===== config.mk =====
export PLATFORM = sky130hd
export DESIGN_NAME = decode_top
export DESIGN_NICKNAME = d
export VERILOG_FILES = /design/src/hw/isa_pkg.sv /design/src/hw/pipe_pkg.sv /design/src/hw/pipe_reg.sv /design/src/hw/dec_reg_fmt.sv /design/src/hw/dec_imm_fmt.sv /design/src/hw/id.sv /design/src/hw/decode_top.sv
export SDC_FILE = /design/constraint.sdc
export NUM_CORES = 1
export LEC_CHECK = 0
export ABC_AREA = 1
export BUFFER_PORTS_ARGS = -buffer_cell sky130_fd_sc_hd__buf_4
export CAP_MARGIN = 10
export CORE_ASPECT_RATIO = 1.4
export CORE_MARGIN = 4
export CORE_UTILIZATION = 45
export DETAILED_ROUTE_END_ITERATION = 8
export GPL_ROUTABILITY_DRIVEN = 0
export HOLD_SLACK_MARGIN = 0.06
export PLACE_DENSITY = 0.73
export SYNTH_ARGS = -nofsm -noshare
export SYNTH_HDL_FRONTEND = slang
export SYNTH_HIERARCHICAL = 1
export SYNTH_SLANG_ARGS = --single-unit

===== constraint.sdc =====
create_clock -name clk -period 3.7 [get_ports clk]
set_input_delay 0.555 -clock clk [delete_from_list [all_inputs] [get_ports clk]]
set_output_delay 0.555 -clock clk [all_outputs]
set_load 0.02 [all_outputs]

===== src/hw/isa_pkg.sv =====
package isa_pkg;

    // 3R group, inst[31:15].
    localparam logic [16:0] OP_3R_ADD_W   = 17'h00020;
    localparam logic [16:0] OP_3R_SUB_W   = 17'h00022;
    localparam logic [16:0] OP_3R_SLT     = 17'h00024;
    localparam logic [16:0] OP_3R_SLTU    = 17'h00025;
    localparam logic [16:0] OP_3R_AND     = 17'h00029;
    localparam logic [16:0] OP_3R_OR      = 17'h0002A;
    localparam logic [16:0] OP_3R_XOR     = 17'h0002B;
    localparam logic [16:0] OP_3R_BREAK   = 17'h00054;
    localparam logic [16:0] OP_3R_SYSCALL = 17'h00056;

    // 2RI12 group, inst[31:22].
    localparam logic [9:0] OP_2RI12_SLTI   = 10'h008;
    localparam logic [9:0] OP_2RI12_ADDI_W = 10'h00A;
    localparam logic [9:0] OP_2RI12_ANDI   = 10'h00D;
    localparam logic [9:0] OP_2RI12_ORI    = 10'h00E;
    localparam logic [9:0] OP_2RI12_LD_W   = 10'h0A2;
    localparam logic [9:0] OP_2RI12_ST_W   = 10'h0A6;

    localparam logic [6:0] OP_1RI20_LU12I_W   = 7'h0A; // inst[31:25].
    localparam logic [6:0] OP_1RI20_PCADDU12I = 7'h0E;

    localparam logic [5:0] OP_2RI16_JIRL = 6'h13; // inst[31:26].
    localparam logic [5:0] OP_2RI16_BEQ  = 6'h16;
    localparam logic [5:0] OP_2RI16_BNE  = 6'h17;
    localparam logic [5:0] OP_2RI16_BLT  = 6'h18;

    typedef enum logic [4:0] {
        ALU_NOP, ALU_ADD_W, ALU_SUB_W, ALU_AND, ALU_OR, ALU_XOR,
        ALU_SLT, ALU_SLTU, ALU_SYSCALL, ALU_BREAK,
        ALU_ADDI_W, ALU_SLTI, ALU_ANDI, ALU_ORI, ALU_LD_W, ALU_ST_W,
        ALU_LU12I_W, ALU_PCADDU12I,
        ALU_BEQ, ALU_BNE, ALU_BLT, ALU_JIRL
    } alu_op_t;

    // ecode values as in the privileged spec.
    typedef enum logic [5:0] {
        EXC_NOP = 6'h00,
        EXC_SYS = 6'h0B,
        EXC_BRK = 6'h0C,
        EXC_INE = 6'h0D
    } exc_cause_t;

endpackage


===== src/hw/pipe_pkg.sv =====
package pipe_pkg;

    localparam int XLEN      = 32;
    localparam int INST_W    = 32;
    localparam int REG_AW    = 5;
    localparam int EXC_CW    = $bits(isa_pkg::exc_cause_t);
    localparam int EXC_UP    = 2; // slots raised before decode.
    localparam int EXC_SLOTS = EXC_UP + 1;

    // slot 1 address error, slot 2 tlb error.
    typedef struct packed {
        logic [XLEN-1:0]                pc;
        logic [INST_W-1:0]              inst;
        logic                           pre_is_branch_taken;
        logic [XLEN-1:0]                pre_branch_addr;
        logic [EXC_UP-1:0]              is_exception;
        logic [EXC_UP-1:0][EXC_CW-1:0]  exception_cause;
    } fetch_packet_t;

    typedef struct packed {
        logic                 hit;
        isa_pkg::alu_op_t     aluop;
        logic [REG_AW-1:0]    rd;
        logic [REG_AW-1:0]    rj;
        logic [REG_AW-1:0]    rk;
        logic [XLEN-1:0]      imm;
        logic                 use_imm;
        logic                 reg_write;
        logic                 is_branch;
        logic                 is_mem;
    } dec_part_t;

    typedef struct packed {
        isa_pkg::alu_op_t                  aluop;
        logic [REG_AW-1:0]                 rd;
        logic [REG_AW-1:0]                 rj;
        logic [REG_AW-1:0]                 rk;
        logic [XLEN-1:0]                   imm;
        logic                              use_imm;
        logic                              reg_write;
        logic                              is_branch;
        logic                              is_mem;
        logic [XLEN-1:0]                   pc;
        logic                              valid;
        logic                              pre_is_branch_taken;
        logic [XLEN-1:0]                   pre_branch_addr;
        logic [EXC_SLOTS-1:0]              is_exception;
        logic [EXC_SLOTS-1:0][EXC_CW-1:0]  exception_cause; // slot 0 is decode.
    } id_dispatch_t;

endpackage


===== src/hw/pipe_reg.sv =====
module pipe_reg #(
    parameter type payload_t = logic [31:0]
) (
    input  logic     clk,
    input  logic     rst_n_i,
    input  logic     flush_i,
    input  logic     valid_i,
    input  payload_t data_i,
    output logic     valid_o,
    output payload_t data_o
);

    always_ff @(posedge clk) begin
        if (!rst_n_i) begin
            valid_o <= 1'b0;
            data_o  <= '0;
        end else begin
            valid_o <= valid_i & ~flush_i; // flush drops the packet.
            if (valid_i) begin
                data_o <= data_i;
            end
        end
    end

endmodule


===== src/hw/dec_reg_fmt.sv =====
module dec_reg_fmt (
    input  logic [pipe_pkg::INST_W-1:0] inst_i,
    output pipe_pkg::dec_part_t         part_o
);

    logic [16:0] op;

    assign op = inst_i[31:15];

    always_comb begin
        part_o           = '0;
        part_o.hit       = 1'b1;
        part_o.rd        = inst_i[4:0];
        part_o.rj        = inst_i[9:5];
        part_o.rk        = inst_i[14:10];
        part_o.reg_write = 1'b1;
        case (op)
            isa_pkg::OP_3R_ADD_W: begin
                part_o.aluop = isa_pkg::ALU_ADD_W;
            end
            isa_pkg::OP_3R_SUB_W: begin
                part_o.aluop = isa_pkg::ALU_SUB_W;
            end
            isa_pkg::OP_3R_SLT: begin
                part_o.aluop = isa_pkg::ALU_SLT;
            end
            isa_pkg::OP_3R_SLTU: begin
                part_o.aluop = isa_pkg::ALU_SLTU;
            end
            isa_pkg::OP_3R_AND: begin
                part_o.aluop = isa_pkg::ALU_AND;
            end
            isa_pkg::OP_3R_OR: begin
                part_o.aluop = isa_pkg::ALU_OR;
            end
            isa_pkg::OP_3R_XOR: begin
                part_o.aluop = isa_pkg::ALU_XOR;
            end
            // code field sits in the register slots, so they are cleared.
            isa_pkg::OP_3R_SYSCALL: begin
                part_o.aluop     = isa_pkg::ALU_SYSCALL;
                part_o.rd        = '0;
                part_o.rj        = '0;
                part_o.rk        = '0;
                part_o.reg_write = 1'b0;
            end
            isa_pkg::OP_3R_BREAK: begin
                part_o.aluop     = isa_pkg::ALU_BREAK;
                part_o.rd        = '0;
                part_o.rj        = '0;
                part_o.rk        = '0;
                part_o.reg_write = 1'b0;
            end
            default: begin
                part_o = '0;
            end
        endcase
    end

endmodule


===== src/hw/dec_imm_fmt.sv =====
module dec_imm_fmt (
    input  logic [pipe_pkg::INST_W-1:0] inst_i,
    output pipe_pkg::dec_part_t         part_o
);

    logic        hit_ri12;
    logic        hit_ri20;
    logic        hit_ri16;
    logic        zext12;
    logic [11:0] si12;
    logic [19:0] si20;
    logic [15:0] offs16;

    assign si12   = inst_i[21:10];
    assign si20   = inst_i[24:5];
    assign offs16 = inst_i[25:10];

    always_comb begin
        part_o           = '0;
        hit_ri12         = 1'b1;
        hit_ri20         = 1'b1;
        hit_ri16         = 1'b1;
        zext12           = 1'b0;
        part_o.rd        = inst_i[4:0];
        part_o.use_imm   = 1'b1;
        part_o.reg_write = 1'b1;

        case (inst_i[31:22])
            isa_pkg::OP_2RI12_ADDI_W: part_o.aluop = isa_pkg::ALU_ADDI_W;
            isa_pkg::OP_2RI12_SLTI:   part_o.aluop = isa_pkg::ALU_SLTI;
            isa_pkg::OP_2RI12_LD_W: begin
                part_o.aluop  = isa_pkg::ALU_LD_W;
                part_o.is_mem = 1'b1;
            end
            isa_pkg::OP_2RI12_ST_W: begin
                part_o.aluop     = isa_pkg::ALU_ST_W;
                part_o.is_mem    = 1'b1;
                part_o.reg_write = 1'b0; // rd is the store data.
            end
            isa_pkg::OP_2RI12_ANDI: begin
                part_o.aluop = isa_pkg::ALU_ANDI;
                zext12       = 1'b1;
            end
            isa_pkg::OP_2RI12_ORI: begin
                part_o.aluop = isa_pkg::ALU_ORI;
                zext12       = 1'b1;
            end
            default: hit_ri12 = 1'b0;
        endcase

        case (inst_i[31:25])
            isa_pkg::OP_1RI20_LU12I_W:   part_o.aluop = isa_pkg::ALU_LU12I_W;
            isa_pkg::OP_1RI20_PCADDU12I: part_o.aluop = isa_pkg::ALU_PCADDU12I;
            default:                     hit_ri20 = 1'b0;
        endcase

        part_o.is_branch = 1'b1;
        case (inst_i[31:26])
            isa_pkg::OP_2RI16_JIRL: part_o.aluop = isa_pkg::ALU_JIRL;
            isa_pkg::OP_2RI16_BEQ:  part_o.aluop = isa_pkg::ALU_BEQ;
            isa_pkg::OP_2RI16_BNE:  part_o.aluop = isa_pkg::ALU_BNE;
            isa_pkg::OP_2RI16_BLT:  part_o.aluop = isa_pkg::ALU_BLT;
            default: begin
                hit_ri16         = 1'b0;
                part_o.is_branch = 1'b0;
            end
        endcase

        if (hit_ri12) begin
            part_o.rj  = inst_i[9:5];
            part_o.imm = zext12 ? {20'b0, si12} : {{20{si12[11]}}, si12};
        end else if (hit_ri16) begin
            part_o.rj        = inst_i[9:5];
            part_o.imm       = {{14{offs16[15]}}, offs16, 2'b00};
            part_o.reg_write = (part_o.aluop == isa_pkg::ALU_JIRL); // only jirl links.
        end else if (hit_ri20) begin
            part_o.imm = {si20, 12'b0};
        end

        part_o.hit = hit_ri12 | hit_ri20 | hit_ri16;
        if (!part_o.hit) begin
            part_o = '0;
        end
    end

endmodule


===== src/hw/id.sv =====
module id (
    input  logic                    valid_i,
    input  pipe_pkg::fetch_packet_t fetch_i,
    output pipe_pkg::id_dispatch_t  id_o
);

    pipe_pkg::dec_part_t  reg_part;
    pipe_pkg::dec_part_t  imm_part;
    pipe_pkg::dec_part_t  sel;
    logic                 ine;
    logic                 dec_exc;
    isa_pkg::exc_cause_t  dec_cause;

    dec_reg_fmt u_dec_reg (
        .inst_i (fetch_i.inst),
        .part_o (reg_part)
    );

    dec_imm_fmt u_dec_imm (
        .inst_i (fetch_i.inst),
        .part_o (imm_part)
    );

    assign ine = ~(reg_part.hit | imm_part.hit);

    always_comb begin
        sel       = '0;
        sel.aluop = isa_pkg::ALU_NOP;
        if (reg_part.hit) begin
            sel = reg_part;
        end else if (imm_part.hit) begin
            sel = imm_part;
        end
    end

    // decode slot cause.
    always_comb begin
        if (ine) begin
            dec_cause = isa_pkg::EXC_INE;
        end else if (sel.aluop == isa_pkg::ALU_SYSCALL) begin
            dec_cause = isa_pkg::EXC_SYS;
        end else if (sel.aluop == isa_pkg::ALU_BREAK) begin
            dec_cause = isa_pkg::EXC_BRK;
        end else begin
            dec_cause = isa_pkg::EXC_NOP;
        end
    end

    assign dec_exc = (dec_cause != isa_pkg::EXC_NOP);

    always_comb begin
        id_o                     = '0;
        id_o.aluop               = sel.aluop;
        id_o.rd                  = sel.rd;
        id_o.rj                  = sel.rj;
        id_o.rk                  = sel.rk;
        id_o.imm                 = sel.imm;
        id_o.use_imm             = sel.use_imm;
        id_o.reg_write           = sel.reg_write;
        id_o.is_branch           = sel.is_branch;
        id_o.is_mem              = sel.is_mem;
        id_o.pc                  = fetch_i.pc;
        id_o.valid               = valid_i;
        id_o.pre_is_branch_taken = fetch_i.pre_is_branch_taken;
        id_o.pre_branch_addr     = fetch_i.pre_branch_addr;
        id_o.is_exception        = {fetch_i.is_exception, dec_exc};
        id_o.exception_cause     = {fetch_i.exception_cause, dec_cause}; // upstream on top.
    end

endmodule


===== src/hw/decode_top.sv =====
module decode_top (
    input  logic                    clk,
    input  logic                    rst_n_i,
    input  logic                    flush_i,
    input  logic                    fetch_valid_i,
    input  pipe_pkg::fetch_packet_t fetch_i,
    output logic                    dispatch_valid_o,
    output pipe_pkg::id_dispatch_t  dispatch_o
);

    logic                    fetch_vld_q;
    pipe_pkg::fetch_packet_t fetch_q;
    pipe_pkg::id_dispatch_t  id_rec;

    // fetch side register.
    pipe_reg #(
        .payload_t (pipe_pkg::fetch_packet_t)
    ) u_fetch_reg (
        .clk     (clk),
        .rst_n_i (rst_n_i),
        .flush_i (flush_i),
        .valid_i (fetch_valid_i),
        .data_i  (fetch_i),
        .valid_o (fetch_vld_q),
        .data_o  (fetch_q)
    );

    id u_id (
        .valid_i (fetch_vld_q),
        .fetch_i (fetch_q),
        .id_o    (id_rec)
    );

    // dispatch side register.
    pipe_reg #(
        .payload_t (pipe_pkg::id_dispatch_t)
    ) u_disp_reg (
        .clk     (clk),
        .rst_n_i (rst_n_i),
        .flush_i (flush_i),
        .valid_i (id_rec.valid),
        .data_i  (id_rec),
        .valid_o (dispatch_valid_o),
        .data_o  (dispatch_o)
    );

endmodule


# --- Word-level counts from Yosys, hierarchy flattened ---
# Index checks and enable logic that the tools add are counted.
totals:
  ff_bits: 256
  in_bits: 115
  output_inout_bits: 144
  word_cells: 91
classes:
  eq_ne: 24
  mux: 27
  bitwise_logic: 6
  n_reduce_logical: 8
ops:
  columns: ["op", "n"]
  rows:
  - ["32-bit two-way mux", 4]
  - ["17-bit by 6-bit equality test with 1-bit output, second input constant", 7]
  - ["56-bit two-way mux", 2]
  - ["57-bit two-way mux", 1]
  - ["10-bit by 4-bit equality test with 1-bit output, second input constant", 4]
  - ["4-bit case mux with 9 select lines", 1]
  - ["17-bit by 7-bit equality test with 1-bit output, second input constant", 2]
  - ["6-bit by 5-bit equality test with 1-bit output, second input constant", 4]
  - ["4-bit case mux with 6 select lines", 1]
  - ["10-bit by 8-bit equality test with 1-bit output, second input constant", 2]
  - ["5-bit case mux with 4 select lines", 1]
  - ["15-bit two-way mux", 1]
  - ["7-bit by 4-bit equality test with 1-bit output, second input constant", 2]
  - ["6-bit two-way mux", 2]
  - ["5-bit by 4-bit equality test with 1-bit output, second input constant", 2]
  - ["1-bit two-way mux", 10]
  - ["5-bit two-way mux", 2]
  - ["5-bit case mux with 2 select lines", 1]
  - ["9-bit OR reduction", 1]
  - ["7-bit OR reduction", 1]
  - ["6-bit nonzero test", 1]
  - ["2-bit OR reduction", 3]
  - ["6-bit OR reduction", 1]
  - ["5-bit equality test, second input constant", 1]
  - ["5 further kinds", 8]

# --- Logic depth before layout (Yosys ltp) ---
# Gate-level depths: netlist (run 1).
depth:
  ltp_word: 15
  mapped_depth: 19
  mapped_depth_nobuf: 18

# --- Modules after synthesis ---
# Netlist (run 1), hierarchy kept.
by_module_without_submodules:
  columns: ["mod", "instances", "cells_each", "area_per_inst_um2", "seq_area_each_um2"]
  rows:
  - ["pipe_reg at u_disp_reg", 1, 909, 5928.2, 2882.8]
  - ["pipe_reg at u_fetch_reg", 1, 706, 4615.7, 2242.2]
  - ["id", 1, 179, 1337.5, 0.0]
  - ["dec_imm_fmt", 1, 241, 1212.4, 0.0]
  - ["dec_reg_fmt", 1, 124, 759.5, 0.0]

# --- Least setup slack after synthesis (run 1) ---
# Ideal clock, no wire load.
synth_timing:
  path_type: "register -> register"
  startpoint: "reg u_fetch_reg/data_o[78] in the netlist's numbering"
  endpoint: "reg u_disp_reg/data_o[18] in the netlist's numbering"
  setup_ps: 64
  arrival_time_ps: 2097
  required_ps: 3636
  setup_slack_ps: 1539
  stages_incl_launch_ff: 20
  n_path_buf: 3
  synth_period_minus_slack_ps: 2161
  cell_sequence: "dfxtp_1 inv_1 nand2_1 nor2_1 nand2_2 nand3_2 nand2_4 buf_6 nand3_2 buf_4 nand2_1 nand2_2 nor2_4 nand2_1 nand2_1 buf_4 inv_1 nand2_1 nand2_1 nor2_1"
synth_rtl:
  columns: ["item", "line_no", "source"]
  rows:
  - ["start: declaration", "pipe_reg.sv:10", "output payload_t data_o"]
  - ["start signal: assignment", "pipe_reg.sv:20", "data_o <= data_i;"]
  - ["end signal: assignment", "pipe_reg.sv:20", null]
  - ["end: declaration", "pipe_reg.sv:10", null]

==> results.py, run 1 <==
metrics = {
    "sta": {
        "drv_slew": 0,
        "fmax_ghz": 0.346,
        "timing.slew.headroom_pct": 32.0,
        "fin_worst_skew_ns": 0.0155,
        "finalHoldViolations": 0,
        "fin_crit_ns": 2.89,
        "worst_pin_slew_ns": 1.02,
        "fin_hold_ws_ns": 0.172,
        "rsz0062_at_grt": "no",
        "fin_setup_tns_ns": 0,
        "setup_viol": 0,
        "finalCritPeriodShare_pct": 78.2,
    },
    "cells_and_area": {
        "seqCellArea_um2": 5130,
        "final_cell_mix": "nand2_1 (596), nor2_1 (552), inv_1 (337)",
        "multi_input_area_um2": 5770,
        "finalNonFillerCells": 2673,
        "final_area_um2": 15700,
        "final_util_pct": 51.9,
        "nets": 2379,
        "drive_above_1_share_pct": 16.9,
        "syn_to_final_growth_pct": 13.1,
        "fillerInstances": 3109,
        "final_common_cell": "nand2_1",
    },
    "synth": {
        "synthCells": 2159,
        "syn_avg_cell_area_um2": 6.42,
        "postSynthRegisterBits": 256,
        "synth_top_family_by_area": "simple AND/OR/NAND/NOR gates",
        "yosysUniqueCellTypes": 37,
        "muxShareOfSynthArea_pct": 0,
        "synthAdderAreaFrac_pct": 0,
        "synth_compound_area_share_pct": 5.59,
        "syn_area_um2": 13900,
        "yosys.area_share.simple_pct": 34.9,
        "yosysWarnings": 6,
        "ys_seq_area_share_pct": 37.0,
        "synthXorXnorAreaFrac_pct": 0,
    },
    "clocking": {
        "cts_setup_buffers": 0,
        "cts_made_buffers": 26,
        "postCtsHoldBufs": 0,
        "clkTransAtPathRegs_ns": 0.07,
        "clk_latency_ns": 0.54,
        "cts-root-buf": "clkbuf_16",
        "clockBufferDepth": 3,
        "ctsResizeCount": 0,
        "cts_tree": "yes",
        "cts_max_level": 1,
        "cts_sinks": 256,
    },
    "critical_path": {
        "cpMaxStageDelayCell": "dfxtp_1",
        "path_class": "flip-flop to flip-flop",
        "cp-endpoint": "u_disp_reg/data_o[98]",
        "path_max_fanout": 49,
        "cp.arrival_ns": 3.35,
        "setup.worst_path.start_class": "flip-flop",
        "crit_path_cell_trace": "nor2_4 -> nand2_1 -> nor2_2 -> o21ai_4 -> nand3_2 -> nor2_4 -> buf_4 -> a22o_1 -> inv_1 -> nand2_1 -> nand2_1 -> nor2_1",
        "worstPathRequired_ns": 4.15,
        "r2r-end": "u_disp_reg/data_o[98]",
        "r2r.worst_path.cells": 12,
        "r2r_start": "u_fetch_reg/data_o[78]",
        "worst_path_largest_cell_delay_ns": 0.56,
        "critPathLaunch": "u_fetch_reg/data_o[78]",
        "ff2ff_setup_slack_ns": 0.81,
        "cp-end-kind": "flip-flop",
        "crit_top_cell": "nand2_1",
    },
    "route": {
        "viasPerCell": 4.42,
        "wl_per_cell_um": 11.9,
        "drt_iter0_drc": 643,
        "final_antenna_net_count": 0,
        "wl_um": 31800,
        "dr.pass1.iters": 5,
        "via_count": 11828,
        "drc": 0,
    },
    "grt": {
        "grt_pass1_vias": 10890,
        "grt-ovfl-total": 0,
        "grt_max_degree": 125,
        "antenna_found_initial": 6,
        "grt_first_pass_wirelength_um": 51200,
        "track_usage_pct": 17.9,
    },
    "die": {
        "core-area_um2": 30200,
        "start_util_pct": 45.8,
        "die_area_um2": 33700,
        "die_h_um": 216,
        "die_w_um": 156,
        "ios": 259,
        "rows": 75,
    },
    "hold_path": {
        "hold_class": "primary input to flip-flop",
    },
    "place": {
        "place_hpwl_um": 22800,
        "dp.cells": 2621,
        "port_buffers": 258,
        "placed_area_um2": 14800,
    },
    "power_and_ir_drop": {
        "p_leak_nw": 8.27,
        "ir_worst_vdd_v": 0.000321,
        "cellPowerDensity_nw_per_um2": 423,
    },
    "run": {
        "drv_cap": 0,
    },
    "run_status": {
        "outcome": "completed",
    },
}
==> layer usage <==
metal | share of wire (%) | wire (µm) | global-route usage, % | vias to the layer above
li1 | - | - | - | 6322
met1 | 39 | 12500 | 19.6 | 5179
met2 | 52 | 16400 | 33.3 | 247
met3 | 5.8 | 1830 | 3.89 | 72
met4 | 3.2 | 1030 | 6.69 | 8
met5 | 0.19 | 61 | 0 | -
==> worst min path at each step <==
stage / from / end / slack (ns) / depth (start not counted)
finish: flush_i / u_fetch_reg/valid_o / 0.17 / 2
global route: flush_i / u_fetch_reg/valid_o / 0.14 / 2
CTS: flush_i / u_fetch_reg/valid_o / 0.14 / 2
floorplan: u_fetch_reg/data_o[0] / u_fetch_reg/data_o[0] / 0.45 / 2
global placement: u_fetch_reg/data_o[38] / u_fetch_reg/data_o[38] / 0.46 / 2
detailed placement: u_fetch_reg/data_o[43] / u_fetch_reg/data_o[43] / 0.46 / 2
==> sequential cells by signal (all words and copies together), names as in the netlist <==
| register | cells |
|---|---|
| u_disp_reg/data_o | 143 |
| u_disp_reg/valid_o | 1 |
| u_fetch_reg/data_o | 111 |
| u_fetch_reg/valid_o | 1 |
==> Yosys cell counts <==
| cell type | count | area share, % |
|---|---|---|
| buf_2 | 37 | 1.3 |
| nor3_1 | 3 | 0.11 |
| o21ai_2 | 7 | 0.44 |
| buf_12 | 2 | 0.29 |
| buf_1 | 2 | 0.054 |
| a21oi_1 | 8 | 0.29 |
| nand2_4 | 3 | 0.24 |
| a21oi_2 | 8 | 0.51 |
| buf_4 | 150 | 8.1 |
| nor3_2 | 1 | 0.072 |
| nand3_1 | 23 | 0.83 |
| inv_6 | 1 | 0.063 |
| nor2_4 | 8 | 0.65 |
| nor4_1 | 1 | 0.045 |
| o21ai_4 | 1 | 0.12 |
| clkbuf_1 | 7 | 0.19 |
| nor2_2 | 6 | 0.27 |
| o22ai_1 | 10 | 0.45 |
| inv_2 | 9 | 0.24 |
| conb_1 | 3 | 0.081 |
| nor3b_2 | 1 | 0.090 |
| nand2_2 | 13 | 0.59 |
| inv_1 | 337 | 9.1 |
| nand3b_1 | 1 | 0.054 |
| nor2_1 | 552 | 15 |
| nand3_2 | 5 | 0.36 |
| nor2_8 | 1 | 0.14 |
| o21ai_1 | 3 | 0.11 |
| dfxtp_1 | 256 | 37 |
| a22o_1 | 51 | 3.2 |
| buf_6 | 37 | 3.0 |
| nand4_4 | 1 | 0.15 |
| o21a_1 | 1 | 0.054 |
| o21ai_0 | 11 | 0.40 |
| nand2_1 | 596 | 16 |
| nand3b_2 | 1 | 0.081 |
| nand4_1 | 2 | 0.090 |
==> per-stage QoR <==
stage	setup WS [ns]	total power (W)
2_1_floorplan	1.54	0.00386
3_3_place_gp	1.01	0.00403
3_5_place_dp	0.885	0.00405
4_1_cts	0.852	0.00673
5_1_grt	0.515	0.00698
6_report	0.808	0.00663
==> where the power goes <==
| part | internal (W) | total, W | switching [W] |
|---|---|---|---|
| clock network | 0.00154 | 0.00264 | 0.00110 |
| logic | 0.000385 | 0.000944 | 0.000558 |
| registers | 0.00292 | 0.00304 | 0.000124 |
| total | 0.00484 | 0.00663 | 0.00179 |
==> critical path: cells and delay by family, from the launching register on <==
family	cells	cell delay (ns)
AO/OA/AOI/OAI	2	0.70
buffers and inverters	2	0.47
flip-flops	1	0.56
AND/OR/NAND/NOR	8	1.06
==> area by class of cell <==
class                      count  area share (%)
antenna                        4          0.0639
tap                          385            3.07
inverter                     347            8.34
clock inverter                15           0.950
multi-input combinational   1361            36.8
clock buffer                  33            4.64
timing repair buffer         272            13.4
sequential                   256            32.7
==> cells by family (layout without fill, tap and decap cells) <==
kind of cell,Yosys count,in the layout
other cells,3,47
simple gates,1218,1218
compound gates,100,100
buf+inv,582,667
flops,256,256
(Power assumes the default switching activity.)
==> inputs of run 2 (changes only) <==
--- a/config.mk
+++ b/config.mk
@@ -14,7 +14,7 @@
 export DETAILED_ROUTE_END_ITERATION = 8
 export GPL_ROUTABILITY_DRIVEN = 0
 export HOLD_SLACK_MARGIN = 0.06
-export PLACE_DENSITY = 0.73
+export PLACE_DENSITY = 0.75
 export SYNTH_ARGS = -nofsm -noshare
 export SYNTH_HDL_FRONTEND = slang
 export SYNTH_HIERARCHICAL = 1
==> constraint.sdc (replaced) <==
create_clock -name clk -period 2.6 [get_ports clk]
set_input_delay 0.39 -clock clk [delete_from_list [all_inputs] [get_ports clk]]
set_output_delay 0.39 -clock clk [all_outputs]
set_load 0.02 [all_outputs]
==> run 2 against run 1 <==
Cell area is 1.7% higher. Die area unchanged. Count of clock-buffer cells in the layout is 4 higher. Sequential share of layout area shrank 0.54 points. Clock skew is 0.0028 ns lower. First-iteration DRC count is 11% lower. Worst hold slack lost 0.037 ns.
==> results.py, run 2 (synthesis gave the netlist of run 1 again) <==
metrics = {
    "run_status": {
        "outcome": "completed",
    },
    "clocking": {
        "cts_max_level": 1,
        "cts_setup_buffers": 0,
        "clockBufferDepth": 3,
        "cts_tree": "yes",
        "clkTransAtPathRegs_ns": 0.06,
        "clk_latency_ns": 0.54,
        "cts_sinks": 256,
        "cts_made_buffers": 26,
        "cts-root-buf": "clkbuf_16",
    },
    "place": {
        "placed_area_um2": 15000,
        "place_hpwl_um": 23600,
        "port_buffers": 258,
    },
    "route": {
        "wl_per_cell_um": 12.3,
        "wl_um": 33100,
        "dr.pass1.iters": 7,
        "top_layer": "met5",
        "viasPerCell": 4.47,
        "final_antenna_net_count": 0,
        "drc": 0,
        "dr_wl_met2_um": 16900,
        "drt_iter0_drc": 571,
        "met3WireLength_um": 2000,
        "wl_met1_um": 12700,
        "via_count": 12055,
    },
    "sta": {
        "rsz0062_at_grt": "no",
        "setup_viol": 0,
        "drv_slew": 0,
        "fin_worst_skew_ns": 0.0127,
        "fin_crit_ns": 2.41,
        "timing.slew.headroom_pct": 44.1,
        "finalCritPeriodShare_pct": 92.6,
        "worst_pin_slew_ns": 0.838,
        "finalHoldViolations": 0,
        "fmax_ghz": 0.415,
        "fin_setup_tns_ns": 0,
    },
    "die": {
        "start_util_pct": 45.8,
        "die_h_um": 216,
        "ios": 259,
        "rows": 75,
        "core-area_um2": 30200,
        "die_w_um": 156,
        "die_area_um2": 33700,
    },
    "hold_path": {
        "hold_class": "primary input to flip-flop",
    },
    "critical_path": {
        "crit_top_cell": "nand2_1",
        "worstPathBufferInverterCount": 4,
        "cp-end-kind": "flip-flop",
        "cpMaxStageDelayCell": "dfxtp_1",
        "worst_path_largest_cell_delay_ns": 0.32,
        "crit_family": "simple AND/OR/NAND/NOR gates",
        "path_max_fanout": 57,
        "cp.arrival_ns": 2.89,
        "crit_path_cell_trace": "buf_4 -> nor2_1 -> nand3_1 -> nor2_1 -> nand3_1 -> nand3_4 -> buf_16 -> inv_2 -> nand3_1 -> nand2_2 -> nor2_4 -> nand2_1 -> nand2_1 -> inv_1 -> nand2_1 -> nand2_1 -> nor2_1",
        "setup.worst_path.start_class": "flip-flop",
        "path_class": "flip-flop to flip-flop",
        "worstPathRequired_ns": 3.08,
    },
    "cells_and_area": {
        "fillerInstances": 3032,
        "reg_top3": "u_disp_reg/data_o: 143 flops, u_fetch_reg/data_o: 111 flops",
        "largest_reg_flops": 143,
        "syn_to_final_growth_pct": 15.0,
        "seqCellArea_um2": 5130,
        "final_area_um2": 15900,
        "drive_above_1_share_pct": 17.6,
        "nets": 2404,
        "multi_input_area_um2": 5800,
        "regMostFlops": "u_disp_reg/data_o",
        "final_cell_mix": "nand2_1 (596), nor2_1 (552), inv_1 (337)",
        "final_common_cell": "nand2_1",
    },
    "power_and_ir_drop": {
        "p_leak_nw": 8.42,
        "p_seq_share_pct": 45.3,
        "pwr-share-clk_pct": 40.1,
        "swShare_pct": 26.7,
        "intPower_w": 0.00700,
        "ir_worst_vdd_v": 0.000453,
        "cellPowerDensity_nw_per_um2": 599,
        "p_comb_share_pct": 14.7,
        "switchingPower_w": 0.00255,
    },
    "run": {
        "drv_cap": 0,
    },
    "grt": {
        "grt_max_degree": 72,
        "antenna_found_initial": 4,
        "track_usage_pct": 18.9,
        "grt_first_pass_wirelength_um": 53800,
        "grt-ovfl-total": 0,
        "grt_pass1_vias": 11272,
    },
}
run 2: cell count changes in the layout (fill, tap and decap cells not counted), sizes merged:
cell / before / now
buf: 272 / 294
nor2: 567 / 569
inv: 347 / 348
clkinvlp: 5 / 2
diode: 4 / 2
clkinv: 8 / 4
dlygate4sd3: 0 / 1
clkbuf: 33 / 37
run 2: layout make-up:
type	count	share of cell area [%]
antenna	2	0.0314
sequential	256	32.2
clock inverter	9	0.746
inverter	347	8.20
multi-input combinational	1363	36.4
tap	385	3.02
clock buffer	37	4.84
timing repair buffer	295	14.6
run 2: final timing paths:
| check | to | start | depth (start not counted) | slack (ns) |
|---|---|---|---|---|
| max | u_disp_reg/data_o[18] | u_fetch_reg/data_o[69] | 17 | 0.19 |
| min | u_fetch_reg/data_o[2] | fetch_i[2] | 5 | 0.14 |
| min reg2reg | u_disp_reg/data_o[62] | u_disp_reg/data_o[62] | 2 | 0.47 |
| max reg2reg | u_disp_reg/data_o[18] | u_fetch_reg/data_o[69] | 17 | 0.19 |
run 2: power by group through the flow:
stage	combinational [W]	sequential, W	clock, W
after floorplan	0.000995	0.00449	0
after global placement	0.00137	0.00440	0
after detailed placement	0.00139	0.00441	0
after CTS	0.00140	0.00432	0.00394
after global routing	0.00158	0.00435	0.00410
final	0.00140	0.00432	0.00383
run 2: timing repair:
action,in CTS,in global routing
setup endpoints to repair,38,35
gates resized for setup,0,10
hold buffers,1,0
hold endpoints to repair,2,0
gates cloned,1,1
pin swaps,1,2
run 2: stage by stage:
step	util (%)	setup WS, ns	hold slack [ns]	total power [W]	cells
floorplan	-	0.439	0.450	0.00549	2199
global placement	49.6	-0.0143	0.456	0.00577	2643
detailed placement	49.6	-0.112	0.463	0.00580	2643
global route	52.7	0.00206	0.136	0.0100	2693
finish	52.7	0.193	0.135	0.00955	2694
CTS	52.6	-0.0197	0.107	0.00967	2691
run 2: worst reg2reg max path: cells and delay by family (launching register included):
kind / cells / cell delay, ns
buffers and inverters: 4 / 0.55
DFF: 1 / 0.32
and+or+nand+nor: 13 / 1.48
run 2: routing by layer:
| metal | track usage (%) | vias to the layer above |
|---|---|---|
| met5 | 0 | - |
| li1 | - | 6382 |
| met3 | 3.51 | 81 |
| met4 | 7.93 | 4 |
| met2 | 34.5 | 326 |
| met1 | 21.1 | 5262 |
